### config.mk
export PLATFORM = sky130hd
export DESIGN_NAME = timebase
export DESIGN_NICKNAME = d
export VERILOG_FILES = /design/src/common/mmio_pkg.sv /design/src/rtl/timebase.sv
export VERILOG_INCLUDE_DIRS = /design/src /design/src/common
export SDC_FILE = /design/constraint.sdc
export NUM_CORES = 1
export LEC_CHECK = 0
export BUFFER_PORTS_ARGS = -buffer_cell sky130_fd_sc_hd__clkbuf_2
export CORE_UTILIZATION = 35
export CTS_BUF_LIST = sky130_fd_sc_hd__clkbuf_8 sky130_fd_sc_hd__clkbuf_16
export CTS_CLUSTER_DIAMETER = 200
export CTS_CLUSTER_SIZE = 16
export DETAILED_ROUTE_END_ITERATION = 7
export PLACE_DENSITY = 0.52
export SLEW_MARGIN = 20
export SYNTH_ARGS = -nofsm -noshare
export SYNTH_HDL_FRONTEND = slang
export SYNTH_SLANG_ARGS = --single-unit
### constraint.sdc
create_clock -name clk_in -period 2.63 [get_ports clk_in]
set_clock_uncertainty 0.1 [all_clocks]
set_input_delay 0.263 -clock clk_in [delete_from_list [all_inputs] [get_ports clk_in]]
set_output_delay 0.263 -clock clk_in [all_outputs]
set_load 0.01 [all_outputs]
### src/common/soc_settings.svh
`ifndef SOC_SETTINGS_SVH
`define SOC_SETTINGS_SVH

// Clock frequency in MHz and the number of cycles per microsecond
`define FMAX_MHZ 27

// Word address bits of the main memory (1024 words)
`define MEM_ADDR_WIDTH 10

// Data requests at or above this byte address go to the MMIO registers
`define MMIO_BASE 32'h4000_0000

`endif

### src/common/mmio_pkg.sv
`default_nettype none

package mmio_pkg;

    // Timer and counter width
    typedef logic [63:0] timer_t;

    // Word offsets from the MMIO base
    typedef enum logic [29:0] {
        MTIME_LO    = 30'd0,
        MTIME_HI    = 30'd1,
        MTIMECMP_LO = 30'd2,
        MTIMECMP_HI = 30'd3,
        GP          = 30'd4 // Bit 0 set on write requests exit
    } mmio_reg_e;

endpackage

`default_nettype wire

### src/rtl/timebase.sv
`default_nettype none

`include "soc_settings.svh"

module timebase (
    input  wire               clk_in,
    input  wire               arst_n,
    output mmio_pkg::timer_t  cycle,
    output mmio_pkg::timer_t  mtime
);

    localparam int PRESC_W = (`FMAX_MHZ > 1) ? $clog2(`FMAX_MHZ) : 1;

    logic [PRESC_W-1:0] presc;
    logic               tick_us;

    assign tick_us = (presc == PRESC_W'(`FMAX_MHZ - 1));

    always_ff @(posedge clk_in or negedge arst_n) begin
        if (!arst_n) begin
            cycle <= '0;
            mtime <= '0;
            presc <= '0;
        end else begin
            cycle <= cycle + 64'd1;
            if (tick_us) begin
                presc <= '0;
                mtime <= mtime + 64'd1; // One microsecond elapsed
            end else begin
                presc <= presc + PRESC_W'(1);
            end
        end
    end

    // Time only moves forward
    mtime_monotonic: assert property (
        @(posedge clk_in) disable iff (!arst_n) mtime >= $past(mtime)
    );

endmodule

`default_nettype wire

==> reports/qor.yml <==
outcome: "completed"
cp_slowest_cell: "or3_1"
rsz0062_at_grt: "false"
tns_ns: 0
nNetsFinal: 751
synth_xor_area_share_pct: 18.1
clk-insertion-delay-late_ns: 0.42
async_flop_share_pct: 100
num_rows: 48
start_kind: "flop"
synth_ff_type: "dfrtp_1"
synth_fp_nets: 586
synth-edff-count: 0
synth.area.mux_share_pct: 0.163
drv_cap: 0
die_area_um2: 18100
totalWireLength_mm: 15.3
drcViolationCount: 0
syn2layout_area_growth_pct: 28.3
dp_hpwl_mm: 11.3
ys_seq_elements: 133
synth_cells: 580
leakage_nw: 3.87
synth_common_cells: "dfrtp_1 (133), xor2_1 (65), xnor2_1 (62), nand3_1 (55), nand2_1 (54)"
ctsHtreeMaxLevel: 4
cts_buffers: 17
path_buf_inv: 1
critPathMaxFanout: 6
portBuffers: 129
gp_congestion: 0.767
grt_pass1_wl_mm: 25.3
power_density_nw_per_um2: 588
crit_family: "simple AND/OR/NAND/NOR gates"
cts.sinks: 133
crit_chain: "inv_1 > ha_1 > nand4b_4 > or3_1 > or3_4 > nor4_2 > xor2_1"
ioPinCount: 130
grt_pass1_vias: 4831
cpPeakStageDelay_ns: 0.54
max_freq_mhz: 410
yosys.cell_count.top_type: "dfrtp_1"
drt-wirelength-per-cell_um: 15.6
yosysWarnings: 0
crit_arrival_ns: 2.68
core_um2: 17200
drt_pre_antenna_iters: 5
synth_cell_type_count: 30
antennaDiodeCount: 0
via_per_inst: 5.05
grt_overflow: 0
synth_top_family_by_area: "simple AND/OR/NAND/NOR gates"
path_class: "flop to flop"
clk_pin_slew_ns: 0.06
worst_pin_slew_ns: 0.585
synth_area_um2: 6160
clock_path_buffers: 2
synth_compound_area_share_pct: 0.224
drt_iter0_markers: 389
synthSimpleGateAreaFrac_pct: 25.5
cts-root-buf: "clkbuf_16"
post-route-min-period_ns: 2.44
yosys-top-cells-area: "dfrtp_1 (54%), xor2_1 (9.2%), xnor2_1 (8.8%)"
post_synth.cell_area_avg_um2: 10.6
synth_fa_ha_area_share_pct: 0.813
yosysSeqAreaShare_pct: 54.1
num_vias: 4969
setup_viol: 0
finish.utilization_pct: 45.8
finalHoldViolations: 0
yosysTopAreaCellShare_pct: 54.1
min-delay-path-class: "input port to async pin"
cp-end-kind: "flop"
die_h_um: 135
ant_nets: 0
vdd_ir_drop_max_mv: 0.429
fin_crit_sh_pct: 92.7
layout-drive-gt1-share_pct: 25.2
cp_data_required_time_ns: 2.87
track_usage_pct: 18.0
yosys.area.top_type: "dfrtp_1"
drv_slew: 0
die_w_um: 135
maxSlewHeadroom_pct: 61.0
grt_max_degree: 51
start_util_pct: 35.7
antenna_found_initial: 0
tritoncts: "done"
nFillCells: 1670
[power by group]
part | internal (mW) | switching, mW | total (mW)
registers | 2.05 | 0 | 2.05
clock network | 1.66 | 0.885 | 2.55
logic | 0.00802 | 0.0407 | 0.0487
total | 3.72 | 0.926 | 4.64
[final timing paths]
kind                                     startpoint               endpoint  slack [ns]  cells past startpoint
worst max-delay path             presc[0]$_DFF_PN0_  mtime[46]$_DFFE_PN0N_        0.19                      7
min in group clk_in             cycle[63]$_DFF_PN0_    cycle[63]$_DFF_PN0_        0.37                      1
worst max register to register   presc[0]$_DFF_PN0_  mtime[46]$_DFFE_PN0N_        0.19                      7
max in group asynchronous                    arst_n    cycle[45]$_DFF_PN0_        1.46                      3
worst min-delay path                         arst_n    cycle[63]$_DFF_PN0_        0.29                      2
worst min register to register  cycle[63]$_DFF_PN0_    cycle[63]$_DFF_PN0_        0.37                      1
[registers in the layout, indices dropped and copies added, names as in the netlist]
| signal | flops |
|---|---|
| cycle | 64 |
| mtime | 64 |
| presc | 5 |
[per-stage QoR]
step	cells	power [mW]	cell area [um^2]	setup WS [ns]	hold WS, ns
3_5_place_dp	950	2.14	7240	0.196	0.208
6_report	983	4.64	7900	0.193	0.294
3_3_place_gp	950	2.13	7240	0.263	0.198
2_1_floorplan	580	2.08	6160	0.386	-0.133
5_1_grt	983	4.80	7900	0.0603	0.347
4_1_cts	983	4.70	7890	0.185	0.305
[final cells by class]
| class | instances | area (um^2) | share of cell area (%) |
|---|---|---|---|
| Clock inverter | 8 | 119 | 1.51 |
| Inverter | 17 | 63.8 | 0.808 |
| Multi-Input combinational cell | 428 | 2770 | 35.0 |
| Timing Repair Buffer | 148 | 818 | 10.4 |
| Sequential cell | 133 | 3330 | 42.1 |
| Clock buffer | 24 | 522 | 6.61 |
| Tap cell | 225 | 282 | 3.56 |
[timing repair]
| item | CTS | global route |
|---|---|---|
| hold buffers | 1 | 0 |
| buffers inserted | 0 | 0 |
| hold endpoints to repair | 40 | 0 |
| resized for setup | 0 | 1 |
| setup endpoints to repair | 0 | 1 |
[cell families after synthesis]
logic type / count (synthesis)
DFF: 133
muxes: 1
buffers and inverters: 19
and+or+nand+nor: 294
xor gates and xnor gates: 127
adders and majority gates: 4
AOI/OAI and AO/OA: 2
[routing by layer]
layer | share of wire [%] | global-route usage [%] | up-vias
li1 | - | - | 2373
met1 | 47 | 25.2 | 2466
met2 | 48 | 27.4 | 115
met3 | 3.7 | 3.79 | 15
met4 | 1.4 | 6.87 | 0
met5 | 0 | 0 | -
[cell usage in the layout (no fill, tap or decap), types with 2 or more instances in the layout]
master and instances:
dfrtp_1 133, clkbuf_2 128, xor2_1 65, xnor2_1 62, nand3_1 55, nand2_1 54, nor2_1 49, nor3_1 45
nand4_1 42, inv_1 18, nor4_1 17, clkbuf_16 17, buf_4 17, and3_1 9, and4_1 7, clkbuf_8 7
ha_1 4, bufinv_16 3, or2_2 2, nand3_2 2, nor4b_4 2, nor4_2 2, clkinvlp_4 2, clkinv_2 2
buf_12 2
No activity file was read; power rests on OpenSTA's default activity.
