### config.mk
export PLATFORM = sky130hd
export DESIGN_NAME = mmio_ctrl
export DESIGN_NICKNAME = d
export VERILOG_FILES = /design/src/common/membus_pkg.sv /design/src/common/mmio_pkg.sv /design/src/rtl/mmio_ctrl.sv
export VERILOG_INCLUDE_DIRS = /design/src /design/src/common
export SDC_FILE = /design/constraint.sdc
export NUM_CORES = 1
export LEC_CHECK = 0
export ABC_AREA = 1
export BUFFER_PORTS_ARGS = -buffer_cell sky130_fd_sc_hd__buf_2
export CAP_MARGIN = 10
export CORE_ASPECT_RATIO = 1.75
export CORE_UTILIZATION = 48
export CTS_BUF_LIST = sky130_fd_sc_hd__clkbuf_2 sky130_fd_sc_hd__clkbuf_4 sky130_fd_sc_hd__clkbuf_8
export CTS_CLUSTER_DIAMETER = 80
export CTS_CLUSTER_SIZE = 8
export DETAILED_ROUTE_END_ITERATION = 10
export PLACE_DENSITY = 0.87
export REMOVE_ABC_BUFFERS = 1
export SETUP_SLACK_MARGIN = 0.05
export SYNTH_ARGS = -nofsm -noshare
export SYNTH_HDL_FRONTEND = slang
export SYNTH_SLANG_ARGS = --single-unit
### constraint.sdc
create_clock -name clk_in -period 2.56 [get_ports clk_in]
set_clock_uncertainty 0.15 [all_clocks]
set_input_delay 0.512 -clock clk_in [delete_from_list [all_inputs] [get_ports clk_in]]
set_output_delay 0.512 -clock clk_in [all_outputs]
set_load 0.1 [all_outputs]
### src/common/soc_settings.svh
`ifndef SOC_SETTINGS_SVH
`define SOC_SETTINGS_SVH

// Clock frequency in MHz and the number of cycles per microsecond
`define FMAX_MHZ 27

// Word address bits of the main memory (1024 words)
`define MEM_ADDR_WIDTH 10

// Data requests at or above this byte address go to the MMIO registers
`define MMIO_BASE 32'h4000_0000

`endif

### src/common/membus_pkg.sv
`default_nettype none

package membus_pkg;

    // Byte address as issued by fetch and data masters
    typedef logic [31:0] addr_t;

    // One bus word
    typedef logic [31:0] word_t;

    // Arbiter ownership of the memory port
    typedef enum logic [1:0] {
        IDLE,   // No transaction in flight
        WAIT_I, // Fetch owns the pending response
        WAIT_D  // Data owns the pending response
    } arb_state_e;

endpackage

`default_nettype wire

### src/common/mmio_pkg.sv
`default_nettype none

package mmio_pkg;

    // Timer and counter width
    typedef logic [63:0] timer_t;

    // Word offsets from the MMIO base
    typedef enum logic [29:0] {
        MTIME_LO    = 30'd0,
        MTIME_HI    = 30'd1,
        MTIMECMP_LO = 30'd2,
        MTIMECMP_HI = 30'd3,
        GP          = 30'd4 // Bit 0 set on write requests exit
    } mmio_reg_e;

endpackage

`default_nettype wire

### src/rtl/mmio_ctrl.sv
`default_nettype none

`include "soc_settings.svh"

module mmio_ctrl (
    input  wire                 clk_in,
    input  wire                 arst_n,

    input  wire                 d_req_valid,
    output logic                d_req_ready,
    input  membus_pkg::addr_t   d_req_addr,
    input  wire                 d_req_wen,
    input  membus_pkg::word_t   d_req_wdata,
    output logic                d_resp_valid,
    output membus_pkg::word_t   d_resp_rdata,

    output logic                m_req_valid,
    input  wire                 m_req_ready,
    output membus_pkg::addr_t   m_req_addr,
    output logic                m_req_wen,
    output membus_pkg::word_t   m_req_wdata,
    input  wire                 m_resp_valid,
    input  membus_pkg::word_t   m_resp_rdata,

    input  mmio_pkg::timer_t    mtime,
    output logic                timer_irq,
    output membus_pkg::word_t   gp,
    output logic                exit
);

    membus_pkg::addr_t  rel_addr;
    logic               is_mmio;
    logic               mmio_acc;
    logic               mmio_wr;
    logic               mmio_resp_valid;
    membus_pkg::word_t  mmio_rdata;
    membus_pkg::word_t  rd_next;
    mmio_pkg::timer_t   mtimecmp;

    assign is_mmio  = (d_req_addr >= `MMIO_BASE);
    assign rel_addr = d_req_addr - `MMIO_BASE;

    // Memory traffic passes straight through
    assign m_req_valid = d_req_valid && !is_mmio;
    assign m_req_addr  = d_req_addr;
    assign m_req_wen   = d_req_wen;
    assign m_req_wdata = d_req_wdata;

    assign d_req_ready  = is_mmio ? !mmio_resp_valid : m_req_ready;
    assign mmio_acc     = d_req_valid && is_mmio && !mmio_resp_valid;
    assign mmio_wr      = mmio_acc && d_req_wen;

    assign d_resp_valid = mmio_resp_valid || m_resp_valid;
    assign d_resp_rdata = mmio_resp_valid ? mmio_rdata : m_resp_rdata;

    assign timer_irq = (mtime >= mtimecmp);

    always_comb begin
        rd_next = '0; // Unmapped offsets read zero
        case (rel_addr[31:2])
            mmio_pkg::MTIME_LO:    rd_next = mtime[31:0];
            mmio_pkg::MTIME_HI:    rd_next = mtime[63:32];
            mmio_pkg::MTIMECMP_LO: rd_next = mtimecmp[31:0];
            mmio_pkg::MTIMECMP_HI: rd_next = mtimecmp[63:32];
            mmio_pkg::GP:          rd_next = gp;
            default:               rd_next = '0;
        endcase
    end

    always_ff @(posedge clk_in or negedge arst_n) begin
        if (!arst_n) begin
            mmio_resp_valid <= 1'b0;
            mtimecmp        <= '1; // Keeps the interrupt quiet until programmed
            gp              <= '0;
            exit            <= 1'b0;
        end else begin
            mmio_resp_valid <= mmio_acc;
            exit            <= mmio_wr && (rel_addr[31:2] == mmio_pkg::GP) && d_req_wdata[0];
            if (mmio_wr) begin
                case (rel_addr[31:2])
                    mmio_pkg::MTIMECMP_LO: mtimecmp[31:0]  <= d_req_wdata;
                    mmio_pkg::MTIMECMP_HI: mtimecmp[63:32] <= d_req_wdata;
                    mmio_pkg::GP:          gp              <= d_req_wdata;
                    default: ;
                endcase
            end
        end
    end

    always_ff @(posedge clk_in) begin
        if (mmio_acc) begin
            mmio_rdata <= rd_next;
        end
    end

    // Only one kind of response can be outstanding on the data port
    no_resp_overlap: assert property (
        @(posedge clk_in) disable iff (!arst_n) !(mmio_resp_valid && m_resp_valid)
    );

endmodule

`default_nettype wire

==> results.md <==
* Via Count at 8,968
* Worst slack at placement at -0.445 ns
* Maximum number of pins on one net before global-route repair at 66
* Final worst-path setup slack at -0.629 ns
* DRC violations left at 0
* Sum of buffers and inverters on the critical path at 3
* Vertical extent of the die at 181 um
* Post-detailed-placement half-perimeter wirelength at 20,300 um
* Final clock period utilization by the worst path at 1.25
* Fraction of synthesis flops using an asynchronous set or reset pin at 0.754
* Site Rows at 65
* Crit path max fanout at 2
* Delay-heaviest family, CP: simple AND/OR/NAND/NOR gates
* Biggest cell delay along the critical path at 0.55 ns
* Unique masters post-synth at 35
* Post-synthesis sequential area ratio at 0.396
* Area post-placement at 10,400 um2
* Pins over their slew limit at 0
* Post-synthesis to final-layout area growth at 26.5%
* Core Region at 18,100 um2
* Leading cell types in the layout, fill and taps excluded: nand2_1 (342), buf_2 (262), inv_1 (161)
* Total Wirelength at 28,700 um
* Cell type of the slowest stage on the worst timing path: dfstp_2
* Highest attainable clock frequency at 314 MHz
* Number of antenna violations at the first check in global routing at 3
* Nets@finish at 1,645
* Top-Level Pins at 300
* Clock transition time at the flip-flop clock pins of the worst setup and hold paths at 0.08 ns
* Ordered cell list for the critical path: inv_2 > ha_4 > nand4_1 > nor3_2 > buf_4 > nand2_4 > nor3b_2 > nand2_1 > nand2_2 > buf_12
* Final critical-path required period at 3.19 ns
* Most common cell after layout, fill and taps aside: nand2_1
* CTS H-tree depth at 4
* Number of global-route vias before repair at 8,921
* Number of setup violations in the final report at 1
* Total congestion overflow at 0
* Total power at 5900 uW
* Arrival time reported for the critical path endpoint at 2.53 ns
* Post-synthesis area per instance at 7.64 um2
* Number of hold violations in the final report at 0
* TritonCTS buffer count at 17
* Pre-antenna DRT Iters at 6
* Transition time at the pin with the least slew margin at 0.538 ns
* Port bufs at 295
* Avg WL per Cell at 17.2 um
* Endpoint type of the worst setup path: primary output
* Die Width at 105 um
* Maximum capacitance violations at 0
* Power density relative to cell area at 528 nW/um2
* Global routing usage summed across all routing layers at 0.305
* Bufs on Longest Clock Path at 2
* Fill count at 1,554
* Clk Tree Root Cell: clkbuf_8
* Area of the die at 19,000 um2
* Outcome: finished with violations
* CTS tree: built
* Number of nets still failing antenna checks after routing at 0
* Netlist Area Pre-Place at 8830 um2
* Leakage power summed over all cells at 0.00543 uW
* Warnings, synthesis at 0
* Primary flip-flop cell chosen by synthesis mapping: dfstp_2
* Global-route wire length before repair at 44,300 um
* Setup repair after global routing missed its margin: true
* Path category of the worst min-delay check: in -> reg
* Via density at 5.39
* Placer Congestion at 0.914
* Final core area utilization at 0.619
* Sinks on Clock Net at 130
* Share of cells above drive strength 1 at 0.346
* Cell count after synthesis at 1,155
* Violated checks: setup timing
* Element type at the critical path start: flip-flop
* Non-Filler Cell Area, Final at 11,200 um2
* Initial Utilization at 0.489
* Worst-Skew Late Latency at 0.48 ns
* Required time at the worst-slack endpoint at 1.90 ns
* Worst vdd ir at 0.000334 V
* Type of the worst setup path: reg -> out
* Remaining max-slew budget at the tightest pin at 0.641
* Number of violations reported at the end of detailed-routing iteration 0 at 710
* Number of register bits inferred by synthesis at 130
* Post-synth EDFFs at 32
-- cell type report --
type / instances / area (um2) / area share
Multi-Input combinational cell: 744 / 4120 / 0.369
Sequential cell: 130 / 3490 / 0.313
Timing Repair Buffer: 352 / 2110 / 0.189
Inverter: 170 / 644 / 0.0577
Tap cell: 234 / 293 / 0.0262
Clock buffer: 20 / 275 / 0.0246
Clock inverter: 12 / 228 / 0.0204
Antenna cell: 3 / 7.51 / 0.000672
-- final timing paths --
| kind | end | cells after the start | slack (ns) | startpoint |
|---|---|---|---|---|
| setup / recovery | timer_irq | 10 | -0.63 | mtimecmp[54] |
| hold / removal | mtimecmp[5] | 3 | 0.14 | d_req_wdata[5] |
| setup reg to reg | mtimecmp[25] | 6 | 0.46 | mmio_resp_valid |
| hold reg to reg | mtimecmp[45] | 2 | 0.33 | mtimecmp[45] |
| max in group asynchronous | mtimecmp[53] | 3 | 1.33 | arst_n |
| min in group asynchronous | gp[4] | 2 | 0.27 | arst_n |
-- report_power, final --
group	switching, uW	leakage, uW	total [uW]	internal (uW)
clock	872	0.000249	2210	1340
sequential	9.58	0.00143	2170	2160
combinational	1190	0.00375	1520	334
total	2070	0.00543	5900	3830
-- Yosys cell counts, types with 4 or more instances --
library cell	number	area, um2
ha_1	64	801
o21ai_1	96	480
dfrtp_1	34	851
nand3_1	12	60.1
nand3b_1	31	233
nor2_1	42	158
clkbuf_1	19	71.3
o21ai_0	55	275
a21oi_1	30	150
inv_2	4	15.0
dfstp_2	64	1680
edfxtp_1	32	961
buf_2	14	70.1
buf_4	67	503
buf_6	7	78.8
nand2_1	349	1310
buf_1	4	15.0
nand4_1	45	282
inv_1	165	619
-- layer usage --
| metal | up-vias | GRT usage | share of wire |
|---|---|---|---|
| met5 | - | 0 | 0 |
| li1 | 4181 | - | - |
| met2 | 546 | 0.551 | 0.52 |
| met4 | 0 | 0.220 | 0.069 |
| met1 | 4112 | 0.311 | 0.33 |
| met3 | 129 | 0.0567 | 0.082 |
-- tightest hold or removal path, delay by kind of cell --
| kind | cells | cell delay, ns |
|---|---|---|
| buffers and inverters | 2 | 0.18 |
| AO/OA/AOI/OAI | 1 | 0.07 |
-- per-stage QoR --
step / std cells / setup TNS (ns) / hold slack, ns
2_1_floorplan: 1044 / -55.07 / 0.0664
3_3_place_gp: 1626 / -0.467 / 0.218
3_5_place_dp: 1626 / -0.445 / 0.219
4_1_cts: 1659 / -0.618 / 0.133
5_1_grt: 1665 / -0.750 / 0.144
6_report: 1665 / -0.629 / 0.140
-- registers in the layout (all words and copies together), names as in the netlist --
name	count
mmio_resp_valid	1
gp	32
mmio_rdata	32
mtimecmp	64
exit	1
-- timing repair --
item | CTS | global route
pin swaps | 7 | 14
setup endpoints to repair | 31 | 30
setup buffers | 0 | 3
gates resized for setup | 49 | 21
endpoints found under the hold margin | 12 | 0
hold buffers | 1 | 0
-- cell families after synthesis --
| logic type | synth area share |
|---|---|
| AND/OR/NAND/NOR | 0.254 |
| adder cells (fa/ha/maj) | 0.0907 |
| AO/OA/AOI/OAI | 0.103 |
| buffers and inverters | 0.156 |
| flip-flops | 0.396 |
Note: power is estimated with default switching activity, not from simulation.
