### config.mk
export PLATFORM = sky130hd
export DESIGN_NAME = mem_bus_arbiter
export DESIGN_NICKNAME = d
export VERILOG_FILES = /design/src/common/soc_settings.svh /design/src/common/membus_pkg.sv /design/src/membus/mem_bus_arbiter.sv
export SDC_FILE = /design/constraint.sdc
export NUM_CORES = 1
export LEC_CHECK = 0
export BUFFER_PORTS_ARGS = -buffer_cell sky130_fd_sc_hd__buf_2
export CORE_AREA = 2 2 104 106
export DETAILED_ROUTE_END_ITERATION = 12
export DIE_AREA = 0 0 106 108
export MAX_ROUTING_LAYER = met4
export PLACE_DENSITY = 0.51
export SYNTH_ARGS = -nofsm -noshare
export SYNTH_HDL_FRONTEND = slang
export SYNTH_SLANG_ARGS = --single-unit
### constraint.sdc
create_clock -name clk_in -period 1.5 [get_ports clk_in]
set_clock_uncertainty 0.15 [all_clocks]
set_input_delay 0.075 -clock clk_in [delete_from_list [all_inputs] [get_ports clk_in]]
set_output_delay 0.075 -clock clk_in [all_outputs]
set_load 0.02 [all_outputs]
### src/common/soc_settings.svh
`ifndef SOC_SETTINGS_SVH
`define SOC_SETTINGS_SVH

// Clock frequency in MHz and the number of cycles per microsecond
`define FMAX_MHZ 27

// Word address bits of the main memory (1024 words)
`define MEM_ADDR_WIDTH 10

// Data requests at or above this byte address go to the MMIO registers
`define MMIO_BASE 32'h4000_0000

`endif

### src/common/membus_pkg.sv
`default_nettype none

package membus_pkg;

    // Byte address as issued by fetch and data masters
    typedef logic [31:0] addr_t;

    // One bus word
    typedef logic [31:0] word_t;

    // Arbiter ownership of the memory port
    typedef enum logic [1:0] {
        IDLE,   // No transaction in flight
        WAIT_I, // Fetch owns the pending response
        WAIT_D  // Data owns the pending response
    } arb_state_e;

endpackage

`default_nettype wire

### src/membus/mem_bus_arbiter.sv
`default_nettype none

module mem_bus_arbiter (
    input  wire                 clk_in,
    input  wire                 arst_n,

    input  wire                 i_req_valid,
    output logic                i_req_ready,
    input  membus_pkg::addr_t   i_req_addr,
    output logic                i_resp_valid,
    output membus_pkg::word_t   i_resp_rdata,

    input  wire                 d_req_valid,
    output logic                d_req_ready,
    input  membus_pkg::addr_t   d_req_addr,
    input  wire                 d_req_wen,
    input  membus_pkg::word_t   d_req_wdata,
    output logic                d_resp_valid,
    output membus_pkg::word_t   d_resp_rdata,

    output logic                mem_req_valid,
    input  wire                 mem_req_ready,
    output membus_pkg::addr_t   mem_req_addr,
    output logic                mem_req_wen,
    output membus_pkg::word_t   mem_req_wdata,
    input  wire                 mem_resp_valid,
    input  membus_pkg::word_t   mem_resp_rdata
);

    membus_pkg::arb_state_e state;
    logic                   idle;

    assign idle = (state == membus_pkg::IDLE);

    // Data wins when both masters ask in the same cycle
    assign mem_req_valid = idle && (d_req_valid || i_req_valid);
    assign mem_req_addr  = d_req_valid ? d_req_addr : i_req_addr;
    assign mem_req_wen   = d_req_valid && d_req_wen; // Fetch never writes
    assign mem_req_wdata = d_req_wdata;

    assign d_req_ready = idle && mem_req_ready;
    assign i_req_ready = idle && mem_req_ready && !d_req_valid;

    assign i_resp_valid = (state == membus_pkg::WAIT_I) && mem_resp_valid;
    assign d_resp_valid = (state == membus_pkg::WAIT_D) && mem_resp_valid;
    assign i_resp_rdata = mem_resp_rdata;
    assign d_resp_rdata = mem_resp_rdata;

    always_ff @(posedge clk_in or negedge arst_n) begin
        if (!arst_n) begin
            state <= membus_pkg::IDLE;
        end else begin
            case (state)
                membus_pkg::IDLE: begin
                    if (mem_req_valid && mem_req_ready) begin
                        state <= d_req_valid ? membus_pkg::WAIT_D : membus_pkg::WAIT_I;
                    end
                end
                membus_pkg::WAIT_I, membus_pkg::WAIT_D: begin
                    if (mem_resp_valid) begin
                        state <= membus_pkg::IDLE;
                    end
                end
                default: state <= membus_pkg::IDLE;
            endcase
        end
    end

    // Memory only answers requests this arbiter issued
    no_resp_in_idle: assert property (
        @(posedge clk_in) disable iff (!arst_n) !(idle && mem_resp_valid)
    );

    one_owner: assert property (
        @(posedge clk_in) disable iff (!arst_n) !(i_resp_valid && d_resp_valid)
    );

endmodule

`default_nettype wire

==> results of run 1 <==
[layout make-up]
cell class	count	area, µm²	area share, %
timing repair buffer	114	609	40.9
clock buffer	3	41.3	2.77
tap	136	170	11.4
multi-input combinational	50	609	40.9
inverter	3	11.3	0.755
sequential	2	50.0	3.36
[cells by family after synthesis]
group	synth area share, %
multiplexers	31.9
AO/OA/AOI/OAI	2.09
adder cells (fa/ha/maj)	2.62
flip-flops	3.49
AND/OR/NAND/NOR	4.27
buffers and inverters	55.6
[path summary, 6_finish.rpt]
path | startpoint | endpoint | slack (ns) | cells past startpoint
max | state[0]$_DFFE_PN0P_ | i_req_ready | 0.05 | 5
min reg2reg | state[1]$_DFFE_PN0P_ | state[1]$_DFFE_PN0P_ | 0.54 | 3
min | d_req_wdata[2] | mem_req_wdata[2] | 0.000008 | 0
max reg2reg | state[0]$_DFFE_PN0P_ | state[1]$_DFFE_PN0P_ | 0.09 | 5
max in group asynchronous | arst_n | state[0]$_DFFE_PN0P_ | 1.07 | 2
min in group asynchronous | arst_n | state[1]$_DFFE_PN0P_ | 0.03 | 2
[layer usage]
| layer | wire [µm] | GRT usage (%) | vias up |
|---|---|---|---|
| met1 | 1100 | 4.59 | 442 |
| met2 | 1660 | 9.82 | 94 |
| met5 | 0 | - | - |
| li1 | - | - | 441 |
| met3 | 454 | 2.29 | 24 |
| met4 | 150 | 3.76 | 0 |
[layout by cell type (no fill, tap or decap)]
| cell | instances |
|---|---|
| buf_4 | 5 |
| ha_1 | 1 |
| dfrtp_1 | 2 |
| and2_1 | 3 |
| a31oi_1 | 1 |
| mux2_4 | 26 |
| ha_2 | 2 |
| mux2_2 | 6 |
| nand2b_4 | 1 |
| nor2b_4 | 1 |
| buf_12 | 1 |
| dlygate4sd3_1 | 1 |
| buf_2 | 106 |
| nand2_1 | 1 |
| and2_4 | 1 |
| inv_1 | 1 |
| nand2b_1 | 1 |
| o22ai_1 | 1 |
| inv_2 | 2 |
| buf_6 | 1 |
| nor2_1 | 2 |
| or3_1 | 1 |
| o221ai_1 | 1 |
| a32oi_1 | 1 |
| clkbuf_8 | 3 |
[worst max-delay path: stages, from the launching register on]
cell and delay, ns:
dfrtp_1 0.38, inv_2 0.07, ha_2 0.18, and2_4 0.14, nor2b_4 0.13, buf_6 0.12
[cell usage after synthesis, drive strengths merged]
master  instances  share of area, %
mux2           32                32
or3             1              0.44
o221ai          1              0.61
inv             3              0.78
a31oi           1              0.44
and2            4               1.7
nor2            2              0.52
dfrtp           2               3.5
o22ai           1              0.44
ha              3               2.6
buf           100                55
nor2b           1              0.44
a32oi           1              0.61
nand2           1              0.26
nand2b          2              0.87
[power by group]
group | switching (µW) | leakage (µW) | internal [µW]
combinational | 401 | 0.000772 | 409
sequential | 15.9 | 0.0000261 | 77.5
clock | 38.6 | 0.0000216 | 169
total | 456 | 0.000820 | 656
[stage by stage]
stage,area [µm²],setup WS [ns],util (%),hold WS (ns),cells
3_5_place_dp,1380,0.0108,13.5,-0.280,300
6_report,1490,0.0502,14.6,0.00000774,308
5_1_grt,1490,-0.00357,14.6,0.0000292,308
4_1_cts,1460,0.00107,14.3,0.000137,307
2_1_floorplan,1440,0.00860,-,-0.371,155
3_3_place_gp,1380,0.0847,13.5,-0.283,300
[timing repair]
action	4_1_cts	5_1_grt
setup endpoints to repair	2	5
hold endpoints to repair	2	0
resized for setup	5	6
hold buffers	1	0
buffers inserted	3	1
pin swaps	0	1
==> summary.txt, run 1 <==
Status - completed
Top reg by flops - state
Register area share after synthesis - 3.49%
Final Power - 1110 µW
Drt drc - 0
Post-DRT Antenna Nets - 0
Count of cell types in the netlist - 19
Sink Count - 2
CTS tree - built
Pleak - 0.000820 µW
Max VDD drop - 0.300 mV
Fmax - 690 MHz
Top flop regs - state (2)
Synth Instances - 155
Die Ht - 108 µm
# port buffers - 108
Critical path type - reg2out
Antenna violations before repair - 0
CTS Root Cell - clkbuf_8
Max-slew violations - 0
Site Rows - 37
Syn Area/Cell - 9.26 µm²
Synth warn - 0
Final #Nets - 312
Period utilization - 96.7%
1st-iter DRT viols - 12
Worst EP arrival - 1.22 ns
H-tree levels - 1
Final setup TNS - 0 ns
WP data required - 1.27 ns
Final setup violating endpoints - 0
I/O pin total - 269
CP max FO - 3
Routed len/inst - 10.9 µm
Crit path time final - 1.45 ns
Post-Syn Nets - 293
DRT Pass-1 Iters - 3
Share of layout cells above drive strength 1 - 90.1%
Max FFs per register - 2
Final Hold Viols - 0
Routability-driven placement congestion ratio - 0.661
Fill count - 1152
Max cap viols - 0
Vias per inst - 3.25
Netlist Area Pre-Place - 1440 µm²
Crit start category - register
Power Dens Cells - 745 nW/µm²
Vias in the first global route - 1063
Die ar. - 11400 µm²
Die Wd - 106 µm
Vias post-DR - 1001
Largest net degree at the start of global routing - 38
Maximum clock insertion buffer count - 2
Worst slew pin tran - 0.263 ns
Total routed wirelength - 3360 µm
Total grt overflow - 0
Gr usage total - 5.46%
Layout area overhead - 3.92%
Clk_lat worst skew - 0.21 ns
Initial Util - 14.0%
Seq cells post-synth - 2
Crit. End Element - output pin
CTS buffer count - 3
Clk pin slew, worst setup/hold paths - 0.03 ns
Worst hold path class - in2out
Placeable core region - 10200 µm²
Antenna Diode Count - 0
First-pass GRT wire length - 4890 µm
Slew HR - 82.5%
Note: power is estimated with default switching activity, not from simulation.
==> inputs of run 2 (changes only) <==
--- a/config.mk
+++ b/config.mk
@@ -5,7 +5,7 @@
 export SDC_FILE = /design/constraint.sdc
 export NUM_CORES = 1
 export LEC_CHECK = 0
-export BUFFER_PORTS_ARGS = -buffer_cell sky130_fd_sc_hd__buf_2
+export BUFFER_PORTS_ARGS = -buffer_cell sky130_fd_sc_hd__clkbuf_2
 export CORE_AREA = 2 2 104 106
 export DETAILED_ROUTE_END_ITERATION = 12
 export DIE_AREA = 0 0 106 108
==> run 2 against run 1 <==
Effect of this change: combinational power up 2.7%; sequential cell count unchanged; global-route usage up 0.16 points; wire length down 0.77%; register-to-register slack about the same; total power up 2.2%; worst hold slack unchanged; first-iteration DRC count up 8.3%; sequential power about the same; largest cell class is now buffers.
==> summary.txt, run 2 (synthesis gave the netlist of run 1 again) <==
Die ar. - 11400 µm²
Post-Place Worst Slack - -0.0163 ns
Final setup violating endpoints - 0
Crit path from - state[0]$_DFFE_PN0P_
Worst hold path startpoint - d_req_wdata[2]
Placeable core region - 10200 µm²
Drt drc - 0
1st-iter DRT viols - 13
Top flop regs - state (2)
Worst setup margin - 0.0363 ns
Period utilization - 97.6%
WP data required - 1.27 ns
H-tree levels - 1
Fmax - 683 MHz
Top reg by flops - state
Vias post-DR - 988
First-pass GRT wire length - 5000 µm
Post-DRT Antenna Nets - 0
Vias in the first global route - 1084
Commonest non-fill, non-tap cell in the layout - clkbuf_2
Worst hold path class - in2out
Final Hold Viols - 0
Worst EP arrival - 1.24 ns
Die Ht - 108 µm
CP max FO - 3
Vias per inst - 3.20
Max VDD drop - 0.259 mV
Crit path time final - 1.46 ns
Fill count - 1147
FF-to-FF Start - state[0]$_DFFE_PN0P_
Slew HR - 86.5%
CTS buffer count - 3
Max cap viols - 0
Largest net degree at the start of global routing - 28
Antenna Diode Count - 0
Cell Area, Placed - 1390 µm²
Power Dens Cells - 752 nW/µm²
Critical path type - reg2out
Final Power - 1140 µW
Gr usage total - 5.61%
Routability-driven placement congestion ratio - 0.633
Clk_lat worst skew - 0.21 ns
Crit start category - register
RSZ-0062 raised after global routing - yes
Crit. End Element - output pin
Die Wd - 106 µm
Max FFs per register - 2
Max-slew violations - 0
Share of layout cells above drive strength 1 - 90.2%
Clk pin slew, worst setup/hold paths - 0.03 ns
Final #Nets - 313
Antenna violations before repair - 0
# port buffers - 108
I/O pin total - 269
Total routed wirelength - 3340 µm
DRT Pass-1 Iters - 3
CTS tree - built
CTS Root Cell - clkbuf_8
Final Cell Area - 1510 µm²
Maximum clock insertion buffer count - 2
Site Rows - 37
Initial Util - 14.0%
Total grt overflow - 0
Commonest non-fill, non-tap cells in the layout - 105 x clkbuf_2, 26 x mux2_4, 7 x buf_4
Dpl hpwl - 2970 µm
Routed len/inst - 10.8 µm
Status - completed
Layout area overhead - 5.23%
Pleak - 0.000847 µW
Sink Count - 2
Worst slew pin tran - 0.203 ns
## run 2: cell count changes in the layout (fill, tap and decap cells not counted)
cell / delta
a31oi_1: -1
a31oi_2: +1
and2_1: -1
and2_4: +1
buf_2: -106
buf_4: +2
clkbuf_2: +105
ha_1: +1
ha_2: -2
ha_4: +1
nand2b_1: +1
nand2b_4: -1
## run 2: worst paths after layout
check / end / slack, ns / cells past startpoint
worst max-delay path: d_resp_valid / 0.04 / 5
worst min-delay path: mem_req_wdata[2] / 0.000008 / 0
worst max register to register: state[0]$_DFFE_PN0P_ / 0.08 / 5
worst min register to register: state[1]$_DFFE_PN0P_ / 0.54 / 3
max in group asynchronous: state[0]$_DFFE_PN0P_ / 1.06 / 2
min in group asynchronous: state[1]$_DFFE_PN0P_ / 0.03 / 2
## run 2: report_power, final
group / switching [µW] / internal, µW
sequential: 16.1 / 77.5
combinational: 407 / 425
clock: 41.2 / 170
total: 464 / 672
## run 2: per-stage QoR
step | setup TNS [ns] | instances | utilization [%] | hold WS (ns)
after global routing | -0.0166 | 309 | 14.8 | 0.0000292
after floorplan | 0 | 155 | - | -0.371
after detailed placement | -0.0163 | 301 | 13.6 | -0.280
final | 0 | 309 | 14.8 | 0.00000774
after CTS | 0 | 309 | 14.5 | 0.000137
after global placement | 0 | 301 | 13.6 | -0.282
## run 2: cell type report
class | instances | area [µm²] | area share, %
multi-input cells | 50 | 618 | 40.9
repair buffers | 115 | 619 | 41.0
well taps | 136 | 170 | 11.3
inverters | 3 | 11.3 | 0.746
flip-flops and latches | 2 | 50.0 | 3.31
clock buffers | 3 | 41.3 | 2.73
## run 2: worst max-delay path, cell delays in order, from the launching register on
cell	delay [ns]
dfrtp_1	0.36
inv_2	0.06
buf_4	0.14
ha_1	0.19
and2_4	0.16
buf_6	0.12
## run 2: timing repair
action	in CTS	in global routing
gates resized for setup	6	9
setup buffers	4	0
setup endpoints to repair	3	4
pin swaps	0	1
hold buffers	1	0
hold endpoints to repair	2	0
## run 2: metal layers
layer / track usage (%) / share of wire [%] / vias to the layer above
met4: 3.85 / 3.6 / 0
li1: - / - / 442
met5: - / 0 / -
met3: 2.41 / 14 / 20
met2: 9.77 / 49 / 92
met1: 4.95 / 33 / 434
==> inputs of run 3 (changes only) <==
--- a/config.mk
+++ b/config.mk
@@ -10,7 +10,7 @@
 export DETAILED_ROUTE_END_ITERATION = 12
 export DIE_AREA = 0 0 106 108
 export MAX_ROUTING_LAYER = met4
-export PLACE_DENSITY = 0.51
+export PLACE_DENSITY = 0.48
 export SYNTH_ARGS = -nofsm -noshare
 export SYNTH_HDL_FRONTEND = slang
 export SYNTH_SLANG_ARGS = --single-unit
==> run 3 against run 2 <==
Effect of this change: register-to-register slack got worse by 0.02 ns; clock power about the same; utilization decreased by 0.24 points; critical path depth unchanged; die area unchanged; sequential share of layout area increased by 0.056 points; sequential cell count unchanged; fmax decreased by 0.85%; largest power group unchanged.
==> summary.txt, run 3 (synthesis gave the netlist of run 1 again) <==
Status - completed
Antenna Diode Count - 0
Critical path type - reg2out
DRT Pass-1 Iters - 3
Cell Area, Placed - 1380 µm²
First-pass GRT wire length - 4650 µm
Routability-driven placement congestion ratio - 0.613
# port buffers - 108
Fmax - 677 MHz
Worst slew pin tran - 0.254 ns
Die Ht - 108 µm
Final Cell Area - 1490 µm²
Max cap viols - 0
Initial Util - 14.0%
Total routed wirelength - 3310 µm
Max VDD drop - 0.207 mV
CP peak stage delay - 0.37 ns
Placeable core region - 10200 µm²
CTS Root Cell - clkbuf_8
Worst EP arrival - 1.25 ns
WP data required - 1.27 ns
Max FFs per register - 2
Vias per inst - 3.23
I/O pin total - 269
CP max FO - 4
Drt drc - 0
Top delay family on crit path - flip-flops
Antenna violations before repair - 0
Post-DRT Antenna Nets - 0
Max-slew violations - 0
Routed len/inst - 10.7 µm
Slew HR - 83.1%
Maximum clock insertion buffer count - 2
Vias in the first global route - 1035
Clk_lat worst skew - 0.21 ns
Vias post-DR - 999
Final setup violating endpoints - 0
CTS tree - built
Top reg by flops - state
Commonest non-fill, non-tap cell in the layout - clkbuf_2
Worst path cell trace - inv_2 > buf_4 > ha_1 > and2_1 > clkbuf_2
Gr usage total - 5.40%
Total grt overflow - 0
Power Dens Cells - 752 nW/µm²
H-tree levels - 1
Die Wd - 106 µm
Hold_ws - 0.00000561 ns
Sink Count - 2
Crit path time final - 1.48 ns
Site Rows - 37
Die ar. - 11400 µm²
Share of layout cells above drive strength 1 - 88.4%
Worst hold path class - in2out
Final #Nets - 313
Period utilization - 98.4%
Pleak - 0.000839 µW
1st-iter DRT viols - 18
Slowest library cell on the worst path - dfrtp_1
Dpl hpwl - 2770 µm
Commonest non-fill, non-tap cells in the layout - 107 x clkbuf_2, 26 x mux2_4, 6 x mux2_2, 6 x buf_4
Crit start category - register
Top flop regs - state (2)
Clk pin slew, worst setup/hold paths - 0.03 ns
WP buf/inv - 3
Final Hold Viols - 0
CTS buffer count - 3
Largest net degree at the start of global routing - 38
Layout area overhead - 3.49%
Crit. End Element - output pin
==> run 3: layout make-up <==
type / instances / area [µm²]
fill: 1178 / 8750
timing repair buffer: 115 / 611
multi-input combinational: 50 / 602
tap: 136 / 170
sequential: 2 / 50.0
clock buffer: 3 / 41.3
inverter: 3 / 11.3
==> run 3: metal layers <==
layer  part of all wire, %  GRT usage [%]  vias up  routed length, µm
met4                   4.2           4.42        0                139
met2                    51           9.35       95               1680
met1                    27           4.04      437                909
met5                     0              -        -                  0
met3                    17           3.13       22                574
li1                      -              -      445                  -
==> run 3: power by group <==
| group | internal [µW] | switching, µW |
|---|---|---|
| Sequential | 77.5 | 18.2 |
| Combinational | 412 | 397 |
| Clock | 170 | 43.0 |
| Total | 659 | 458 |
==> run 3: stage by stage <==
step           TNS [ns]  cells  utilization [%]  total power, µW  worst slack (ns)
2_1_floorplan         0    155                -              902           0.00860
3_3_place_gp          0    300             13.5              739            0.0893
3_5_place_dp          0    300             13.5              769          0.000367
4_1_cts               0    306             14.3             1070           0.00603
5_1_grt        -0.00854    309             14.5             1200          -0.00854
6_report              0    309             14.5             1120            0.0238
==> run 3: repair_timing <==
item                                    in CTS  in global routing
pin swaps                                    0                  1
hold buffers                                 1                  0
endpoints found under the setup margin       3                  1
resized for setup                            5                  2
hold endpoints to repair                     2                  0
buffers inserted                             2                  3
==> run 3: path summary, 6_finish.rpt <==
kind	endpoint	startpoint	cells past startpoint	slack, ns
worst max register to register	state[0]$_DFFE_PN0P_	state[0]$_DFFE_PN0P_	5	0.06
worst min register to register	state[0]$_DFFE_PN0P_	state[0]$_DFFE_PN0P_	2	0.53
worst min-delay path	mem_req_wdata[20]	d_req_wdata[20]	0	0.000006
worst max-delay path	d_resp_valid	state[0]$_DFFE_PN0P_	5	0.02
max in group asynchronous	state[1]$_DFFE_PN0P_	arst_n	2	1.05
min in group asynchronous	state[0]$_DFFE_PN0P_	arst_n	2	0.05
